## src/hdl/flitPkg.sv

```systemverilog
package flitPkg;

  // ====================
  // Flit format
  // ====================

  typedef enum logic [2:0]
  {
    flitIdle = 3'b000,
    flitHead = 3'b001,  // Hold limit sits in the low payload bits
    flitBody = 3'b010,
    flitTail = 3'b011
  } flitKindT;

  localparam int dataWidth = 16;  // Payload bits per flit
  localparam int lenWidth  = 12;  // Hold limit field of a head flit

  // ====================
  // Input buffering
  // ====================

  localparam int fifoDepth = 8;
  localparam int ptrWidth  = $clog2(fifoDepth);
  localparam int cntWidth  = $clog2(fifoDepth + 1);

endpackage

```

## src/hdl/arbPkg.sv

```systemverilog
package arbPkg;

  localparam int numPorts = 5;

  // Input ports, listed in rotation order
  typedef enum logic [2:0]
  {
    portL = 3'd0,
    portN = 3'd1,
    portE = 3'd2,
    portW = 3'd3,
    portS = 3'd4
  } portT;

  // ====================
  // Arbiter states
  // ====================

  // One-hot, bit i+1 grants port i
  typedef enum logic [5:0]
  {
    stIdle   = 6'b000001,
    stGrantL = 6'b000010,
    stGrantN = 6'b000100,
    stGrantE = 6'b001000,
    stGrantW = 6'b010000,
    stGrantS = 6'b100000
  } arbStateT;

endpackage

```

## src/hdl/inputFifo.sv

```systemverilog
module inputFifo
(
  input  logic                          clk,
  input  logic                          rst,
  input  flitPkg::flitKindT             inKind,
  input  logic [flitPkg::dataWidth-1:0] inData,
  input  logic                          inValid,
  output logic                          inReady,
  input  logic                          pop,
  output flitPkg::flitKindT             frontKind,
  output logic [flitPkg::dataWidth-1:0] frontData,
  output logic                          empty
);

  flitPkg::flitKindT             kindMem [flitPkg::fifoDepth];
  logic [flitPkg::dataWidth-1:0] dataMem [flitPkg::fifoDepth];
  logic [flitPkg::ptrWidth-1:0]  wrPtr;
  logic [flitPkg::ptrWidth-1:0]  rdPtr;
  logic [flitPkg::cntWidth-1:0]  count;
  logic                          push;

  assign inReady   = int'(count) != flitPkg::fifoDepth;  // Low only while full
  assign push      = inValid && inReady;
  assign empty     = count == '0;
  assign frontKind = kindMem[rdPtr];
  assign frontData = dataMem[rdPtr];

  // Flit storage
  always_ff @(posedge clk)
  begin
    if (push)
    begin
      kindMem[wrPtr] <= inKind;
      dataMem[wrPtr] <= inData;
    end
  end

  // Pointers and occupancy
  always_ff @(posedge clk)
  begin
    if (rst)
    begin
      wrPtr <= '0;
      rdPtr <= '0;
      count <= '0;
    end
    else
    begin
      if (push)
        wrPtr <= wrPtr + 1'b1;  // Power-of-two depth, wraps by itself
      if (pop)
        rdPtr <= rdPtr + 1'b1;
      case ({push, pop})
        2'b10:   count <= count + 1'b1;
        2'b01:   count <= count - 1'b1;
        default: count <= count;
      endcase
    end
  end

endmodule

```

## src/hdl/holdTimer.sv

```systemverilog
module holdTimer
(
  input  logic                         clk,
  input  logic                         rst,
  input  logic                         headSent,
  input  logic [flitPkg::lenWidth-1:0] length,
  input  logic                         sent,
  input  logic                         granted,
  output logic                         timesUp
);

  logic [flitPkg::lenWidth-1:0] limit;
  logic [flitPkg::lenWidth-1:0] count;

  always_ff @(posedge clk)
  begin
    if (rst)
    begin
      limit <= '0;
      count <= '0;
    end
    else
    begin
      if (headSent)
        limit <= length;
      if (!granted)
        count <= '0;  // New budget on every grant
      else if (sent)
        count <= count + 1'b1;
    end
  end

  // A grant always gets its first flit through
  // so an empty count never counts as expired
  assign timesUp = (count != '0) && (count == limit);

endmodule

```

## src/hdl/switchArbiter.sv

```systemverilog
module switchArbiter
(
  input  logic                          clk,
  input  logic                          rst,
  input  logic [arbPkg::numPorts-1:0]   empty,
  input  flitPkg::flitKindT             lFrontKind, nFrontKind, eFrontKind,
  input  flitPkg::flitKindT             wFrontKind, sFrontKind,
  input  logic [flitPkg::dataWidth-1:0] lFrontData, nFrontData, eFrontData,
  input  logic [flitPkg::dataWidth-1:0] wFrontData, sFrontData,
  input  logic                          accept,
  output logic [arbPkg::numPorts-1:0]   pop,
  output logic                          load,
  output arbPkg::portT                  grantPort
);

  arbPkg::arbStateT             state;
  arbPkg::arbStateT             nextState;
  logic [arbPkg::numPorts-1:0]  req;
  logic [arbPkg::numPorts-1:0]  grantVec;
  logic [arbPkg::numPorts-1:0]  keep;
  logic [arbPkg::numPorts-1:0]  timesUp;
  logic [arbPkg::numPorts-1:0]  headSent;
  flitPkg::flitKindT            frontKind [arbPkg::numPorts];
  logic [flitPkg::lenWidth-1:0] frontLen [arbPkg::numPorts];

  // First requesting port among count ports, starting at first
  function automatic arbPkg::arbStateT firstReq
  (
    input logic [arbPkg::numPorts-1:0] reqs,
    input int                          first,
    input int                          count
  );
    arbPkg::arbStateT pick;
    int               idx;
    pick = arbPkg::stIdle;
    for (int k = count - 1; k >= 0; k--)
    begin
      idx = (first + k) % arbPkg::numPorts;
      if (reqs[idx])
        pick = arbPkg::arbStateT'(6'b000010 << idx);
    end
    return pick;
  endfunction

  assign frontKind[arbPkg::portL] = lFrontKind;
  assign frontKind[arbPkg::portN] = nFrontKind;
  assign frontKind[arbPkg::portE] = eFrontKind;
  assign frontKind[arbPkg::portW] = wFrontKind;
  assign frontKind[arbPkg::portS] = sFrontKind;
  assign frontLen[arbPkg::portL]  = lFrontData[flitPkg::lenWidth-1:0];
  assign frontLen[arbPkg::portN]  = nFrontData[flitPkg::lenWidth-1:0];
  assign frontLen[arbPkg::portE]  = eFrontData[flitPkg::lenWidth-1:0];
  assign frontLen[arbPkg::portW]  = wFrontData[flitPkg::lenWidth-1:0];
  assign frontLen[arbPkg::portS]  = sFrontData[flitPkg::lenWidth-1:0];

  // ====================
  // Transfer
  // ====================

  assign req      = ~empty;
  assign grantVec = state[5:1];
  assign keep     = grantVec & req & ~timesUp;  // Holder may go on
  assign pop      = accept ? keep : '0;
  assign load     = |pop;

  for (genvar i = 0; i < arbPkg::numPorts; i++)
  begin : genTimer
    assign headSent[i] = pop[i] && (frontKind[i] == flitPkg::flitHead);

    holdTimer holdTimer_i
    (
      .clk      (clk),
      .rst      (rst),
      .headSent (headSent[i]),
      .length   (frontLen[i]),
      .sent     (pop[i]),
      .granted  (grantVec[i]),
      .timesUp  (timesUp[i])
    );
  end

  // ====================
  // State machine
  // ====================

  always_ff @(posedge clk)
  begin
    if (rst)
      state <= arbPkg::stIdle;
    else
      state <= nextState;
  end

  always_comb
  begin
    case (state)
      arbPkg::stGrantN: grantPort = arbPkg::portN;
      arbPkg::stGrantE: grantPort = arbPkg::portE;
      arbPkg::stGrantW: grantPort = arbPkg::portW;
      arbPkg::stGrantS: grantPort = arbPkg::portS;
      default:          grantPort = arbPkg::portL;
    endcase
  end

  always_comb
  begin
    case (state)
      arbPkg::stIdle:
        nextState = firstReq(req, 0, arbPkg::numPorts);  // Fixed priority L first
      arbPkg::stGrantL, arbPkg::stGrantN, arbPkg::stGrantE,
      arbPkg::stGrantW, arbPkg::stGrantS:
      begin
        if (|keep)
          nextState = state;
        else  // Rotate past the holder, holder excluded
          nextState = firstReq(req, int'(grantPort) + 1, arbPkg::numPorts - 1);
      end
      default:
        nextState = arbPkg::stIdle;
    endcase
  end

endmodule

```

## src/hdl/outputStage.sv

```systemverilog
module outputStage
(
  input  logic                          clk,
  input  logic                          rst,
  input  logic                          load,
  input  arbPkg::portT                  grantPort,
  input  flitPkg::flitKindT             lFrontKind, nFrontKind, eFrontKind,
  input  flitPkg::flitKindT             wFrontKind, sFrontKind,
  input  logic [flitPkg::dataWidth-1:0] lFrontData, nFrontData, eFrontData,
  input  logic [flitPkg::dataWidth-1:0] wFrontData, sFrontData,
  output flitPkg::flitKindT             outKind,
  output logic [flitPkg::dataWidth-1:0] outData,
  output arbPkg::portT                  outPort,
  output logic                          outValid,
  input  logic                          outReady,
  output logic                          accept
);

  flitPkg::flitKindT             selKind;
  logic [flitPkg::dataWidth-1:0] selData;

  // Crossbar column for this output
  always_comb
  begin
    case (grantPort)
      arbPkg::portN:
      begin
        selKind = nFrontKind;
        selData = nFrontData;
      end
      arbPkg::portE:
      begin
        selKind = eFrontKind;
        selData = eFrontData;
      end
      arbPkg::portW:
      begin
        selKind = wFrontKind;
        selData = wFrontData;
      end
      arbPkg::portS:
      begin
        selKind = sFrontKind;
        selData = sFrontData;
      end
      default:
      begin
        selKind = lFrontKind;
        selData = lFrontData;
      end
    endcase
  end

  assign accept = !outValid || outReady;  // Register free next cycle

  always_ff @(posedge clk)
  begin
    if (rst)
      outValid <= 1'b0;
    else if (load)
      outValid <= 1'b1;
    else if (outReady)
      outValid <= 1'b0;
  end

  always_ff @(posedge clk)
  begin
    if (load)
    begin
      outKind <= selKind;
      outData <= selData;
      outPort <= grantPort;
    end
  end

endmodule

```

## src/hdl/flitSwitch.sv

```systemverilog
module flitSwitch
(
  input  logic                          clk,
  input  logic                          rst,
  input  flitPkg::flitKindT             lKind, nKind, eKind, wKind, sKind,
  input  logic [flitPkg::dataWidth-1:0] lData, nData, eData, wData, sData,
  input  logic                          lValid, nValid, eValid, wValid, sValid,
  output logic                          lReady, nReady, eReady, wReady, sReady,
  output flitPkg::flitKindT             outKind,
  output logic [flitPkg::dataWidth-1:0] outData,
  output arbPkg::portT                  outPort,
  output logic                          outValid,
  input  logic                          outReady
);

  flitPkg::flitKindT             lFrontKind, nFrontKind, eFrontKind, wFrontKind, sFrontKind;
  logic [flitPkg::dataWidth-1:0] lFrontData, nFrontData, eFrontData, wFrontData, sFrontData;
  logic [arbPkg::numPorts-1:0]   empty;
  logic [arbPkg::numPorts-1:0]   pop;
  logic                          accept;
  logic                          load;
  arbPkg::portT                  grantPort;

  // ====================
  // Input side
  // ====================

  inputFifo lFifo_i
  (
    .clk (clk), .rst (rst),
    .inKind (lKind), .inData (lData), .inValid (lValid), .inReady (lReady),
    .pop (pop[arbPkg::portL]), .empty (empty[arbPkg::portL]),
    .frontKind (lFrontKind), .frontData (lFrontData)
  );

  inputFifo nFifo_i
  (
    .clk (clk), .rst (rst),
    .inKind (nKind), .inData (nData), .inValid (nValid), .inReady (nReady),
    .pop (pop[arbPkg::portN]), .empty (empty[arbPkg::portN]),
    .frontKind (nFrontKind), .frontData (nFrontData)
  );

  inputFifo eFifo_i
  (
    .clk (clk), .rst (rst),
    .inKind (eKind), .inData (eData), .inValid (eValid), .inReady (eReady),
    .pop (pop[arbPkg::portE]), .empty (empty[arbPkg::portE]),
    .frontKind (eFrontKind), .frontData (eFrontData)
  );

  inputFifo wFifo_i
  (
    .clk (clk), .rst (rst),
    .inKind (wKind), .inData (wData), .inValid (wValid), .inReady (wReady),
    .pop (pop[arbPkg::portW]), .empty (empty[arbPkg::portW]),
    .frontKind (wFrontKind), .frontData (wFrontData)
  );

  inputFifo sFifo_i
  (
    .clk (clk), .rst (rst),
    .inKind (sKind), .inData (sData), .inValid (sValid), .inReady (sReady),
    .pop (pop[arbPkg::portS]), .empty (empty[arbPkg::portS]),
    .frontKind (sFrontKind), .frontData (sFrontData)
  );

  // ====================
  // Arbitration and output
  // ====================

  switchArbiter switchArbiter_i
  (
    .clk (clk), .rst (rst), .empty (empty),
    .lFrontKind (lFrontKind), .nFrontKind (nFrontKind), .eFrontKind (eFrontKind),
    .wFrontKind (wFrontKind), .sFrontKind (sFrontKind),
    .lFrontData (lFrontData), .nFrontData (nFrontData), .eFrontData (eFrontData),
    .wFrontData (wFrontData), .sFrontData (sFrontData),
    .accept (accept), .pop (pop), .load (load), .grantPort (grantPort)
  );

  outputStage outputStage_i
  (
    .clk (clk), .rst (rst), .load (load), .grantPort (grantPort),
    .lFrontKind (lFrontKind), .nFrontKind (nFrontKind), .eFrontKind (eFrontKind),
    .wFrontKind (wFrontKind), .sFrontKind (sFrontKind),
    .lFrontData (lFrontData), .nFrontData (nFrontData), .eFrontData (eFrontData),
    .wFrontData (wFrontData), .sFrontData (sFrontData),
    .outKind (outKind), .outData (outData), .outPort (outPort),
    .outValid (outValid), .outReady (outReady), .accept (accept)
  );

endmodule

```

## config.mk

```make
export PLATFORM = sky130hd
export DESIGN_NAME = flitSwitch
export DESIGN_NICKNAME = d
export VERILOG_FILES = /design/src/hdl/flitPkg.sv /design/src/hdl/arbPkg.sv /design/src/hdl/inputFifo.sv /design/src/hdl/holdTimer.sv /design/src/hdl/switchArbiter.sv /design/src/hdl/outputStage.sv /design/src/hdl/flitSwitch.sv
export SDC_FILE = /design/constraint.sdc
export NUM_CORES = 1
export LEC_CHECK = 0
export BUFFER_PORTS_ARGS = -buffer_cell sky130_fd_sc_hd__buf_2
export CAP_MARGIN = 25
export CORE_UTILIZATION = 60
export DETAILED_ROUTE_END_ITERATION = 16
export PLACE_DENSITY = 0.77
export SLEW_MARGIN = 20
export SYNTH_ARGS = -nofsm -noshare
export SYNTH_HDL_FRONTEND = slang
export SYNTH_SLANG_ARGS = --single-unit
```

## constraint.sdc

```tcl
create_clock -name clk -period 5.9 [get_ports clk]
set_input_delay 1.18 -clock clk [delete_from_list [all_inputs] [get_ports clk]]
set_output_delay 1.18 -clock clk [all_outputs]
set_load 0.02 [all_outputs]
```

Yosys cells after proc, flatten, opt, wreduce, memory -nomap -nowiden
Memories as Yosys holds them, arrays and structs flattened. A register that Yosys moved wholly into a read port is not among the register bits.
Index checks and enable logic that the tools add are counted.
- register bits: 199
- memory bits (writable): 760
- bits of input ports: 103
- output and inout bits: 28
- word-level logic and storage cells: 231
- memories: 10
- memory list (memory ; depth ; width ; read ports ; clocked after memory_dff ; wr ports ; line ; text):
    eFifo_i.dataMem ; 8 ; 16 ; 1 ; 1 ; 1 ; inputFifo.sv:16 ; logic [flitPkg::dataWidth-1:0] dataMem [flitPkg::fifoDepth];
    lFifo_i.dataMem ; 8 ; 16 ; 1 ; 1 ; 1 ; inputFifo.sv:16 ;
    nFifo_i.dataMem ; 8 ; 16 ; 1 ; 1 ; 1 ; inputFifo.sv:16 ;
    sFifo_i.dataMem ; 8 ; 16 ; 1 ; 1 ; 1 ; inputFifo.sv:16 ;
    wFifo_i.dataMem ; 8 ; 16 ; 1 ; 1 ; 1 ; inputFifo.sv:16 ;
    eFifo_i.kindMem ; 8 ; 3 ; 1 ; 1 ; 1 ; inputFifo.sv:15 ; flitPkg::flitKindT kindMem [flitPkg::fifoDepth];
    4 more memories ; - ; - ; - ; - ; - ; - ;
- $add $sub $neg: 29
- divide/modulo/power cells: 4
- magnitude comparators: 4
- eq/ne operators: 36
- shifts and indexed selects: 4
- muxes and demuxes: 64
- bitwise operators: 9
- reductions and logical operators: 41
- operators by type and width (cell ; count):
    < comparator 32 x 5 -> 1 bit, second input constant ; 4
    modulo 32 x 4 -> 32 bit, second input constant ; 4
    << shifter 2 x 32 -> 6 bit, first input constant ; 4
    adder 32 x 3 -> 32 bit, second input constant ; 2
    one-hot mux 16 bit (4 select lines) ; 1
    adder 12 x 1 -> 12 bit, second input constant ; 5
    == test 12 bit ; 5
    two-way mux 3 bit ; 20
    two-way mux 6 bit ; 10
    nonzero test 12 bit ; 5
    one-hot mux 4 bit (2 select lines) ; 5
    adder 32 x 2 -> 32 bit, second input constant ; 1
    adder 3 x 1 -> 3 bit, second input constant ; 10
    one-hot mux 3 bit (4 select lines) ; 2
    adder 4 x 1 -> 4 bit, second input constant ; 5
    zero test 4 bit ; 5
    two-way mux 1 bit ; 20
    inequality test 4 bit, second input constant ; 5
    subtractor 4 x 1 -> 4 bit, second input constant ; 5
    == test 3 x 1 -> 1 bit, second input constant ; 6
    logical AND 1 bit ; 15
    OR reduction 5 bit ; 3
    binary-select mux 1 bit (select 3 bit) ; 4
    one-hot mux 6 bit (2 select lines) ; 1
    20 further kinds ; 44

Longest topological paths before layout
Gate-level depths: netlist of the first run.
- depth in word-level cells: 14
- gate-level depth with buffers: 20
- gate-level depth less buffers: 16

Modules after synthesis
From an unflattened synthesis of the first run, not the netlist that was laid out.
- cell total of the unflattened synthesis: 2546
- area, all modules: 42027.8 sq um
- modules (own cells, without submodules) (module ; instances ; cells an instance ; area each (sq um) ; seq. area each (sq um)):
    inputFifo ; 5 ; 290 ; 6486.2 ; 4824.6
    holdTimer ; 5 ; 124 ; 1153.6 ; 480.5
    switchArbiter ; 1 ; 313 ; 2132.0 ; 120.1
    outputStage ; 1 ; 163 ; 1696.6 ; 680.7

Worst setup path after synthesis of the first run
Ideal clock, no wire load.
- kind: flip-flop to flip-flop
- start: reg switchArbiter_i.state[5]
- end: reg switchArbiter_i.state[4]
- data arrival time: 4.803 ns
- required time: 5.805 ns
- slack: 1.002 ns
- cell stages (with the launch flop): 20
- path buffers: 6
- clock period less this slack: 4.898 ns
- cells stage by stage: dfxtp_1 > buf_6 > nor4_4 > nand2_2 > clkbuf_1 > clkbuf_1 > ha_1 > buf_1 > clkbuf_1 > clkbuf_1 > ha_1 > nand2b_1 > a21oi_1 > xnor2_1 > mux2i_1 > mux2_4 > and3_1 > a41oi_1 > or4_1 > a221oi_1
- word-level cells in the longest chain between the ends: 14
- elaborated cells between the ends (all ways): 42
- those cells by class: add/sub: 4; div: 4; eq/ne: 7; shift: 4; mux: 19; bitwise: 2; reduce/logical: 2
- RTL lines (what ; line ; text):
    start: declaration ; switchArbiter.sv:16 ; arbPkg::arbStateT state;
    start signal: assignment ; switchArbiter.sv:89 ; state <= arbPkg::stIdle;
    start signal: assignment ; switchArbiter.sv:91 ; state <= nextState;
    == test 6 bit (tied with other cells) ; switchArbiter.sv:96, switchArbiter.sv:107 ;
    one-hot mux 3 bit (4 select lines) ; switchArbiter.sv:96 ; case (state)
    adder 3 x 1 -> 4 bit ; switchArbiter.sv:116 ; nextState = firstReq(req, int'(grantPort) + 1, arbPkg::numPorts - 1);
    adder 32 x 3 -> 32 bit ; switchArbiter.sv:38 ; idx = (first + k) % arbPkg::numPorts;
    modulo 32 x 4 -> 32 bit ; switchArbiter.sv:38 ;
    binary-select mux 1 bit (select 3 bit) ; switchArbiter.sv:39 ; if (reqs[idx])
    two-way mux 1 bit (implied by the code) (2 in series) ; switchArbiter.sv:39 ;
    two-way mux 6 bit (4 in series) ; switchArbiter.sv:39 ;
    two-way mux 6 bit ; switchArbiter.sv:113 ; if (|keep)
    one-hot mux 6 bit (2 select lines) ; switchArbiter.sv:107 ; case (state)
Parallel ways exist; a longest one is shown, timed or not. The select of a mux whose other input is x is not followed.
A chain may end at the register's enable or synchronous reset.

Final worst setup path of the first run
- start: reg switchArbiter_i.state[5]
- end: reg switchArbiter_i.state[5]
Same word-level chain as after synthesis.

==> results.py, run 1 <==
metrics = {
    "power": {
        "leakage_nw": 15.0,
        "p_per_area_mw_per_mm2": 358,
        "irDropWorstVdd_v": 0.000276,
    },
    "timing": {
        "min_period_ps": 5000,
        "hold_viol": 0,
        "slew_viol_final": 0,
        "rsz0062_at_grt": "false",
        "fmax_ghz": 0.200,
        "tns_ps": 0,
        "setup_violations": 0,
        "setup_ws_ps": 903,
        "finalCritPeriodShare_pct": 84.7,
        "worstMarginPinSlew_ps": 1100,
        "slew_headroom_pct": 26.7,
        "fin_worst_skew_ps": 30.0,
    },
    "drt": {
        "via_count": 22900,
        "vias_per_cell": 6.29,
        "route.detailed.drc": 3,
        "ant_nets": 0,
        "drtPass1Iterations": 14,
        "drt_iter0_markers": 2151,
        "wl_per_cell_um": 25.4,
        "wirelength_um": 92600,
    },
    "job": {
        "cap_violations": 0,
    },
    "finish": {
        "layout_commonest_cell": "edfxtp_1",
        "final_cell_mix": "edfxtp_1, nor2_1, mux4_2",
        "syn_to_final_growth_pct": 12.6,
        "drive_gt1_share_pct": 23.1,
        "fillers": 4182,
        "layout.nets": 2855,
    },
    "global_route": {
        "grt_pass1_vias": 23000,
        "met2_usage_pct": 44.9,
        "grt_util_met1_pct": 38.0,
        "grt_max_degree": 66,
        "grt_pass1_wl_um": 139000,
        "gr-total-overflow": 0,
        "met3_usage_pct": 3.67,
        "grt.busiest_layer": "met2",
        "antenna_found_initial": 8,
        "grt_usage_pct": 27.5,
    },
    "critical_path": {
        "criticalPathCategory": "reg2reg",
        "timing.rr.start": "switchArbiter_i.state[5]$_SDFFE_PP0P_",
        "r2r-end": "switchArbiter_i.state[5]$_SDFFE_PP0P_",
        "r2r.worst_path.cells": 15,
        "start_kind": "flip-flop",
        "path_max_fanout": 13,
        "critPathArrivalTime_ps": 5540,
        "required_ps": 6440,
        "rrSetupSlack_ps": 900,
        "cp-end-kind": "flip-flop",
    },
    "yosys": {
        "yosysSeqAreaShare_pct": 68.0,
        "synth_mux_area_share_pct": 13.8,
        "synth_compound_area_share_pct": 4.61,
        "synth.avg_cell_area_um2": 15.9,
        "synth_seq_cells": 974,
        "synth_top_family_by_area": "multiplexers",
        "ys_types": 76,
        "netlist_instances": 2519,
        "synth_area_mm2": 0.0402,
        "yosysWarningCount": 0,
        "async_reset_ff_share_pct": 0,
        "yosys.area_share.simple_pct": 6.97,
        "synth_flop_cell": "edfxtp_1",
        "synth-xor-area-share_pct": 3.11,
        "synth_fa_ha_area_share_pct": 1.71,
        "synth_edf_count": 782,
        "syn-num-nets": 2674,
    },
    "floorplanning": {
        "die_x_um": 261,
        "die_h_um": 261,
        "rows": 94,
        "io_pins": 131,
        "core_mm2": 0.0660,
        "dieArea_mm2": 0.0680,
        "start_util_pct": 60.9,
    },
    "clock_network": {
        "clock_path_buffers": 3,
        "post_cts_buffers": 0,
        "cts_buffers": 96,
        "htree_levels": 3,
        "tritoncts": "done",
        "postCtsHoldBufs": 0,
        "cts.sinks": 974,
        "insertion_delay_ps": 650,
        "cts.root.buffer_cell": "clkbuf_16",
        "cts-resized-gates": 0,
        "path_clk_slew_ps": 60,
    },
    "placement": {
        "io_buffers": 130,
        "hpwlAfterDp_um": 59800,
        "place.gp.congestion": 0.929,
        "place_ws_ps": 1050,
    },
    "hold_path": {
        "hold_class": "reg2reg",
        "whs_path_depth": 2,
    },
    "run_status": {
        "violations": "DRC",
        "status": "finished, violations left",
    },
}
## final cells by class
cell class	instances	area (µm²)	share of cell area, %
clock inverter	43	422	0.933
tap	864	1080	2.39
multi-input combinational	1370	12300	27.2
sequential	974	27300	60.4
clock buffer	131	2650	5.86
timing repair buffer	205	1220	2.69
antenna	5	12.5	0.0277
inverter	53	200	0.443
## per-stage QoR
step	utilization [%]	hold slack (ps)	power (mW)	area [µm²]	instances
after floorplan	-	447	9.49	40200	2519
after global placement	63.9	455	10.2	42100	3466
after detailed placement	63.9	461	10.3	42100	3466
after CTS	68.5	470	16.3	45200	3640
after global routing	68.5	481	16.7	45200	3645
final	68.5	470	16.2	45200	3645
## how the worst max path moves through the flow
stage	endpoint	cells past startpoint	from
3_5_place_dp	switchArbiter_i.state[5]$_SDFFE_PP0P_	15	switchArbiter_i.state[5]$_SDFFE_PP0P_
2_1_floorplan	switchArbiter_i.state[4]$_SDFFE_PP0P_	19	switchArbiter_i.state[5]$_SDFFE_PP0P_
5_1_grt	switchArbiter_i.state[5]$_SDFFE_PP0P_	15	switchArbiter_i.state[5]$_SDFFE_PP0P_
6_report	switchArbiter_i.state[5]$_SDFFE_PP0P_	15	switchArbiter_i.state[5]$_SDFFE_PP0P_
3_3_place_gp	switchArbiter_i.state[5]$_SDFFE_PP0P_	15	switchArbiter_i.state[5]$_SDFFE_PP0P_
4_1_cts	switchArbiter_i.state[5]$_SDFFE_PP0P_	15	switchArbiter_i.state[5]$_SDFFE_PP0P_
## registers in the layout (all words and copies together), names as in the netlist, 60 cells and up, named ones only
name and count:
nFifo_i.dataMem 128, wFifo_i.dataMem 128, switchArbiter_i.genTimer.holdTimer_i.limit 60, eFifo_i.dataMem 128
lFifo_i.dataMem 128, sFifo_i.dataMem 128, switchArbiter_i.genTimer.holdTimer_i.count 60
## cells in the mapped netlist (3+ instances only)
cell type	instances	area, µm²
a2111oi_0	20	175
a211oi_1	17	128
a21o_1	6	45.0
a21oi_1	114	571
a221o_1	3	30.0
a221oi_1	5	43.8
a31oi_1	8	50.1
a41oi_1	5	43.8
and3_1	16	100
buf_1	39	146
buf_2	6	30.0
buf_6	4	45.0
clkbuf_1	72	270
dfxtp_1	192	3840
edfxtp_1	782	23500
fa_1	5	100
ha_1	47	588
inv_1	49	184
mux2_2	24	270
mux2i_1	97	971
mux4_2	190	4280
nand2_1	121	454
nand2b_1	23	144
nand3_1	33	165
nand4_1	26	163
nand4b_1	4	35.0
nor2_1	201	754
nor2b_1	4	25.0
nor3_1	42	210
nor4_1	34	213
o2111ai_1	7	61.3
o211ai_1	9	67.6
o21a_1	3	22.5
o21ai_0	34	170
o22ai_1	24	150
o31ai_1	5	37.5
or2_2	37	231
or3_1	19	119
or4_1	5	37.5
xnor2_1	34	298
xor2_1	107	937
## layer usage
metal / up-vias / part of all wire, %
li1: 10200 / -
met1: 11700 / 41
met2: 895 / 50
met3: 167 / 6.3
met4: 6 / 3.5
met5: - / 0.039
## where the power goes
| group | internal [mW] | switching [mW] | leakage, nW |
|---|---|---|---|
| clock | 3.49 | 2.50 | 1.50 |
| combinational | 0.871 | 1.47 | 4.85 |
| sequential | 7.70 | 0.193 | 8.66 |
## kinds of logic (layout without fill, tap and decap cells)
group           after synthesis  count (layout)
xor+xnor                    142             142
compound gates              284             284
buf+inv                     175             432
mux                         313             313
other cells                   0               5
flops                       974             974
fa+ha+maj                    52              52
simple gates                579             579
## critical path, stage by stage, from the launching register on
cell	delay [ps]
dfxtp_1	430
nor4_4	520
nand2_2	270
ha_1	480
xnor2_1	400
xnor2_1	200
ha_1	320
nand2b_1	120
a21oi_1	450
nor2_1	110
mux2_4	330
a2111oi_4	330
nand4_1	160
a211oi_1	290
o211ai_1	210
a221oi_2	290
No activity file was read; power rests on OpenSTA's default activity.
==> run 2, diff against run 1 <==
--- a/config.mk
+++ b/config.mk
@@ -5,6 +5,7 @@
 export SDC_FILE = /design/constraint.sdc
 export NUM_CORES = 1
 export LEC_CHECK = 0
+export ABC_AREA = 1
 export BUFFER_PORTS_ARGS = -buffer_cell sky130_fd_sc_hd__buf_2
 export CAP_MARGIN = 25
 export CORE_UTILIZATION = 60
==> constraint.sdc (replaced) <==
create_clock -name clk -period 5 [get_ports clk]
set_input_delay 1 -clock clk [delete_from_list [all_inputs] [get_ports clk]]
set_output_delay 1 -clock clk [all_outputs]
set_load 0.02 [all_outputs]
==> run 2 against run 1 <==
Effect of this change:
- the flow now finishes without violations
- synthesized cell count is 48% higher
- worst hold slack lost 23 ps
- final cell count grew 32%
- non-clock buffer count grew 6
- first-iteration DRC count rose by 54%
- clock skew decreased by 2.5 ps
- critical path depth grew 13
- area after synthesis up 1.4%
- sequential power rose by 20%
- clock power is 22% higher
- largest power group unchanged
==> results.py, run 2 <==
metrics = {
    "power": {
        "fin_total_pwr_mw": 20.6,
        "leakage_nw": 16.2,
        "irDropWorstVdd_v": 0.000452,
        "p_per_area_mw_per_mm2": 450,
    },
    "placement": {
        "placed_cell_area_mm2": 0.0426,
        "hpwlAfterDp_um": 63000,
        "placed_cells": 4646,
        "place.gp.congestion": 0.903,
        "io_buffers": 130,
        "place_ws_ps": 761,
    },
    "timing": {
        "setup_violations": 0,
        "fin_worst_skew_ps": 27.6,
        "tns_ps": 0,
        "hold_viol": 0,
        "slew_headroom_pct": 28.4,
        "min_period_ps": 4360,
        "fmax_ghz": 0.229,
        "worstMarginPinSlew_ps": 1070,
        "setup_ws_ps": 637,
        "slew_viol_final": 0,
        "rsz0062_at_grt": "false",
        "finalCritPeriodShare_pct": 87.3,
    },
    "global_route": {
        "grt_max_degree": 77,
        "grt_pass1_wl_um": 154000,
        "antenna_found_initial": 7,
        "grt_pass1_vias": 27800,
        "gr-total-overflow": 0,
        "grt_usage_pct": 29.0,
    },
    "clock_network": {
        "cts.root.buffer_cell": "clkbuf_16",
        "clock_path_buffers": 3,
        "insertion_delay_ps": 650,
        "htree_levels": 3,
        "post_cts_buffers": 0,
        "cts.sinks": 974,
        "path_clk_slew_ps": 70,
        "cts-resized-gates": 0,
        "cts_buffers": 94,
        "tritoncts": "done",
        "postCtsHoldBufs": 0,
    },
    "critical_path": {
        "worst_path_max_delay_cell": "dfxtp_1",
        "cp-end-kind": "flip-flop",
        "path_max_fanout": 14,
        "crit_family": "simple AND/OR/NAND/NOR gates",
        "r2r.worst_path.cells": 28,
        "critPathArrivalTime_ps": 4930,
        "required_ps": 5560,
        "cpPeakStageDelay_ps": 340,
        "criticalPathCategory": "reg2reg",
        "crit_top_cell": "nand2_1",
        "path_depth": 28,
        "start_kind": "flip-flop",
        "crit_buf_inv": 5,
    },
    "hold_path": {
        "hold_class": "reg2reg",
        "whs_path_depth": 1,
    },
    "drt": {
        "drt_iter0_markers": 3323,
        "wl_per_cell_um": 20.9,
        "ant_nets": 0,
        "wirelength_um": 101000,
        "route.detailed.drc": 0,
        "vias_per_cell": 6.04,
        "via_count": 29200,
        "drtPass1Iterations": 8,
    },
    "job": {
        "cap_violations": 0,
    },
    "floorplanning": {
        "dieArea_mm2": 0.0690,
        "start_util_pct": 60.7,
        "core_mm2": 0.0672,
        "io_pins": 131,
        "rows": 95,
        "die_h_um": 263,
        "die_x_um": 263,
    },
    "yosys": {
        "synth_edf_count": 782,
        "synth_top_area_share_pct": 57.6,
        "synth_common_cells": "edfxtp_1, nor2_1, o21ai_0",
        "synth_seq_cells": 974,
        "async_reset_ff_share_pct": 0,
        "synth.area.top_cells": "edfxtp_1, dfxtp_1, o21ai_0, nor2_1, nand2_1",
        "yosys.area.top_type": "edfxtp_1",
        "syn-num-nets": 3893,
        "yosysWarningCount": 0,
        "yosysSeqAreaShare_pct": 67.1,
        "synth_flop_cell": "edfxtp_1",
        "ys_types": 57,
        "synth.avg_cell_area_um2": 10.9,
        "synth_area_mm2": 0.0407,
        "netlist_instances": 3738,
        "synth.most_common_cell": "edfxtp_1",
    },
    "finish": {
        "drive_gt1_share_pct": 12.0,
        "fin_cells": 4823,
        "layout.nets": 4024,
        "final_cell_mix": "edfxtp_1, nor2_1, o21ai_0",
        "syn_to_final_growth_pct": 12.3,
        "layout_commonest_cell": "edfxtp_1",
        "fin_area_mm2": 0.0457,
    },
    "run_status": {
        "status": "finished, final reports clean",
    },
}
-- run 2: worst paths after layout --
| check | slack [ps] | start | to |
|---|---|---|---|
| hold reg to reg | 450 | nFifo_i.rdPtr[2]$_SDFFE_PP0P_ | nFifo_i.rdPtr[2]$_SDFFE_PP0P_ |
| setup reg to reg | 640 | switchArbiter_i.state[5]$_SDFFE_PP0P_ | switchArbiter_i.state[2]$_SDFFE_PP0P_ |
| setup / recovery | 640 | switchArbiter_i.state[5]$_SDFFE_PP0P_ | switchArbiter_i.state[2]$_SDFFE_PP0P_ |
| hold / removal | 450 | nFifo_i.rdPtr[2]$_SDFFE_PP0P_ | nFifo_i.rdPtr[2]$_SDFFE_PP0P_ |
-- run 2: through the flow --
| stage | util, % | hold slack, ps |
|---|---|---|
| after CTS | 68.1 | 449 |
| after global routing | 68.1 | 460 |
| after detailed placement | 63.4 | 432 |
| final | 68.1 | 446 |
| after global placement | 63.3 | 424 |
| after floorplan | - | 412 |
-- run 2: final cells by class --
| cell class | count | area [µm²] |
|---|---|---|
| flip-flops and latches | 974 | 27300 |
| fillers | 4674 | 21400 |
| multi-input cells | 2351 | 12000 |
| clock buffers | 118 | 2580 |
| repair buffers | 211 | 1270 |
| well taps | 873 | 1090 |
| inverters | 237 | 891 |
| clock inverters | 57 | 609 |
| diodes | 2 | 5.00 |
-- run 2: power by group --
group | switching, mW | internal [mW]
sequential | 0.250 | 9.21
clock | 3.02 | 4.25
combinational | 2.77 | 1.09
-- run 2: worst reg2reg max path: cells and delay by family (launching register included) --
kind,cells,cell delay [ps]
simple gates,18,2260
buf+inv,5,680
compound gates,3,510
fa+ha+maj,2,490
flops,1,340
-- run 2: logic make-up (layout without fill, tap and decap cells) --
logic type	after synthesis	count (layout)	share of synthesized area, %
xor gates and xnor gates	40	40	0.878
and+or+nand+nor	1302	1302	13.3
other	0	2	0
adders and majority gates	52	52	1.69
buffers and inverters	413	623	3.87
DFF	974	974	67.1
AOI/OAI and AO/OA	957	957	13.2
-- run 2: per-layer routing --
metal  wire length, µm  vias to the layer above  track usage, %
met5                44                        -               0
met4              3590                        8            11.3
met3              8260                      215            4.78
met2             48400                     1307            47.3
met1             40400                    14000            39.1
li1                  -                    13600               -
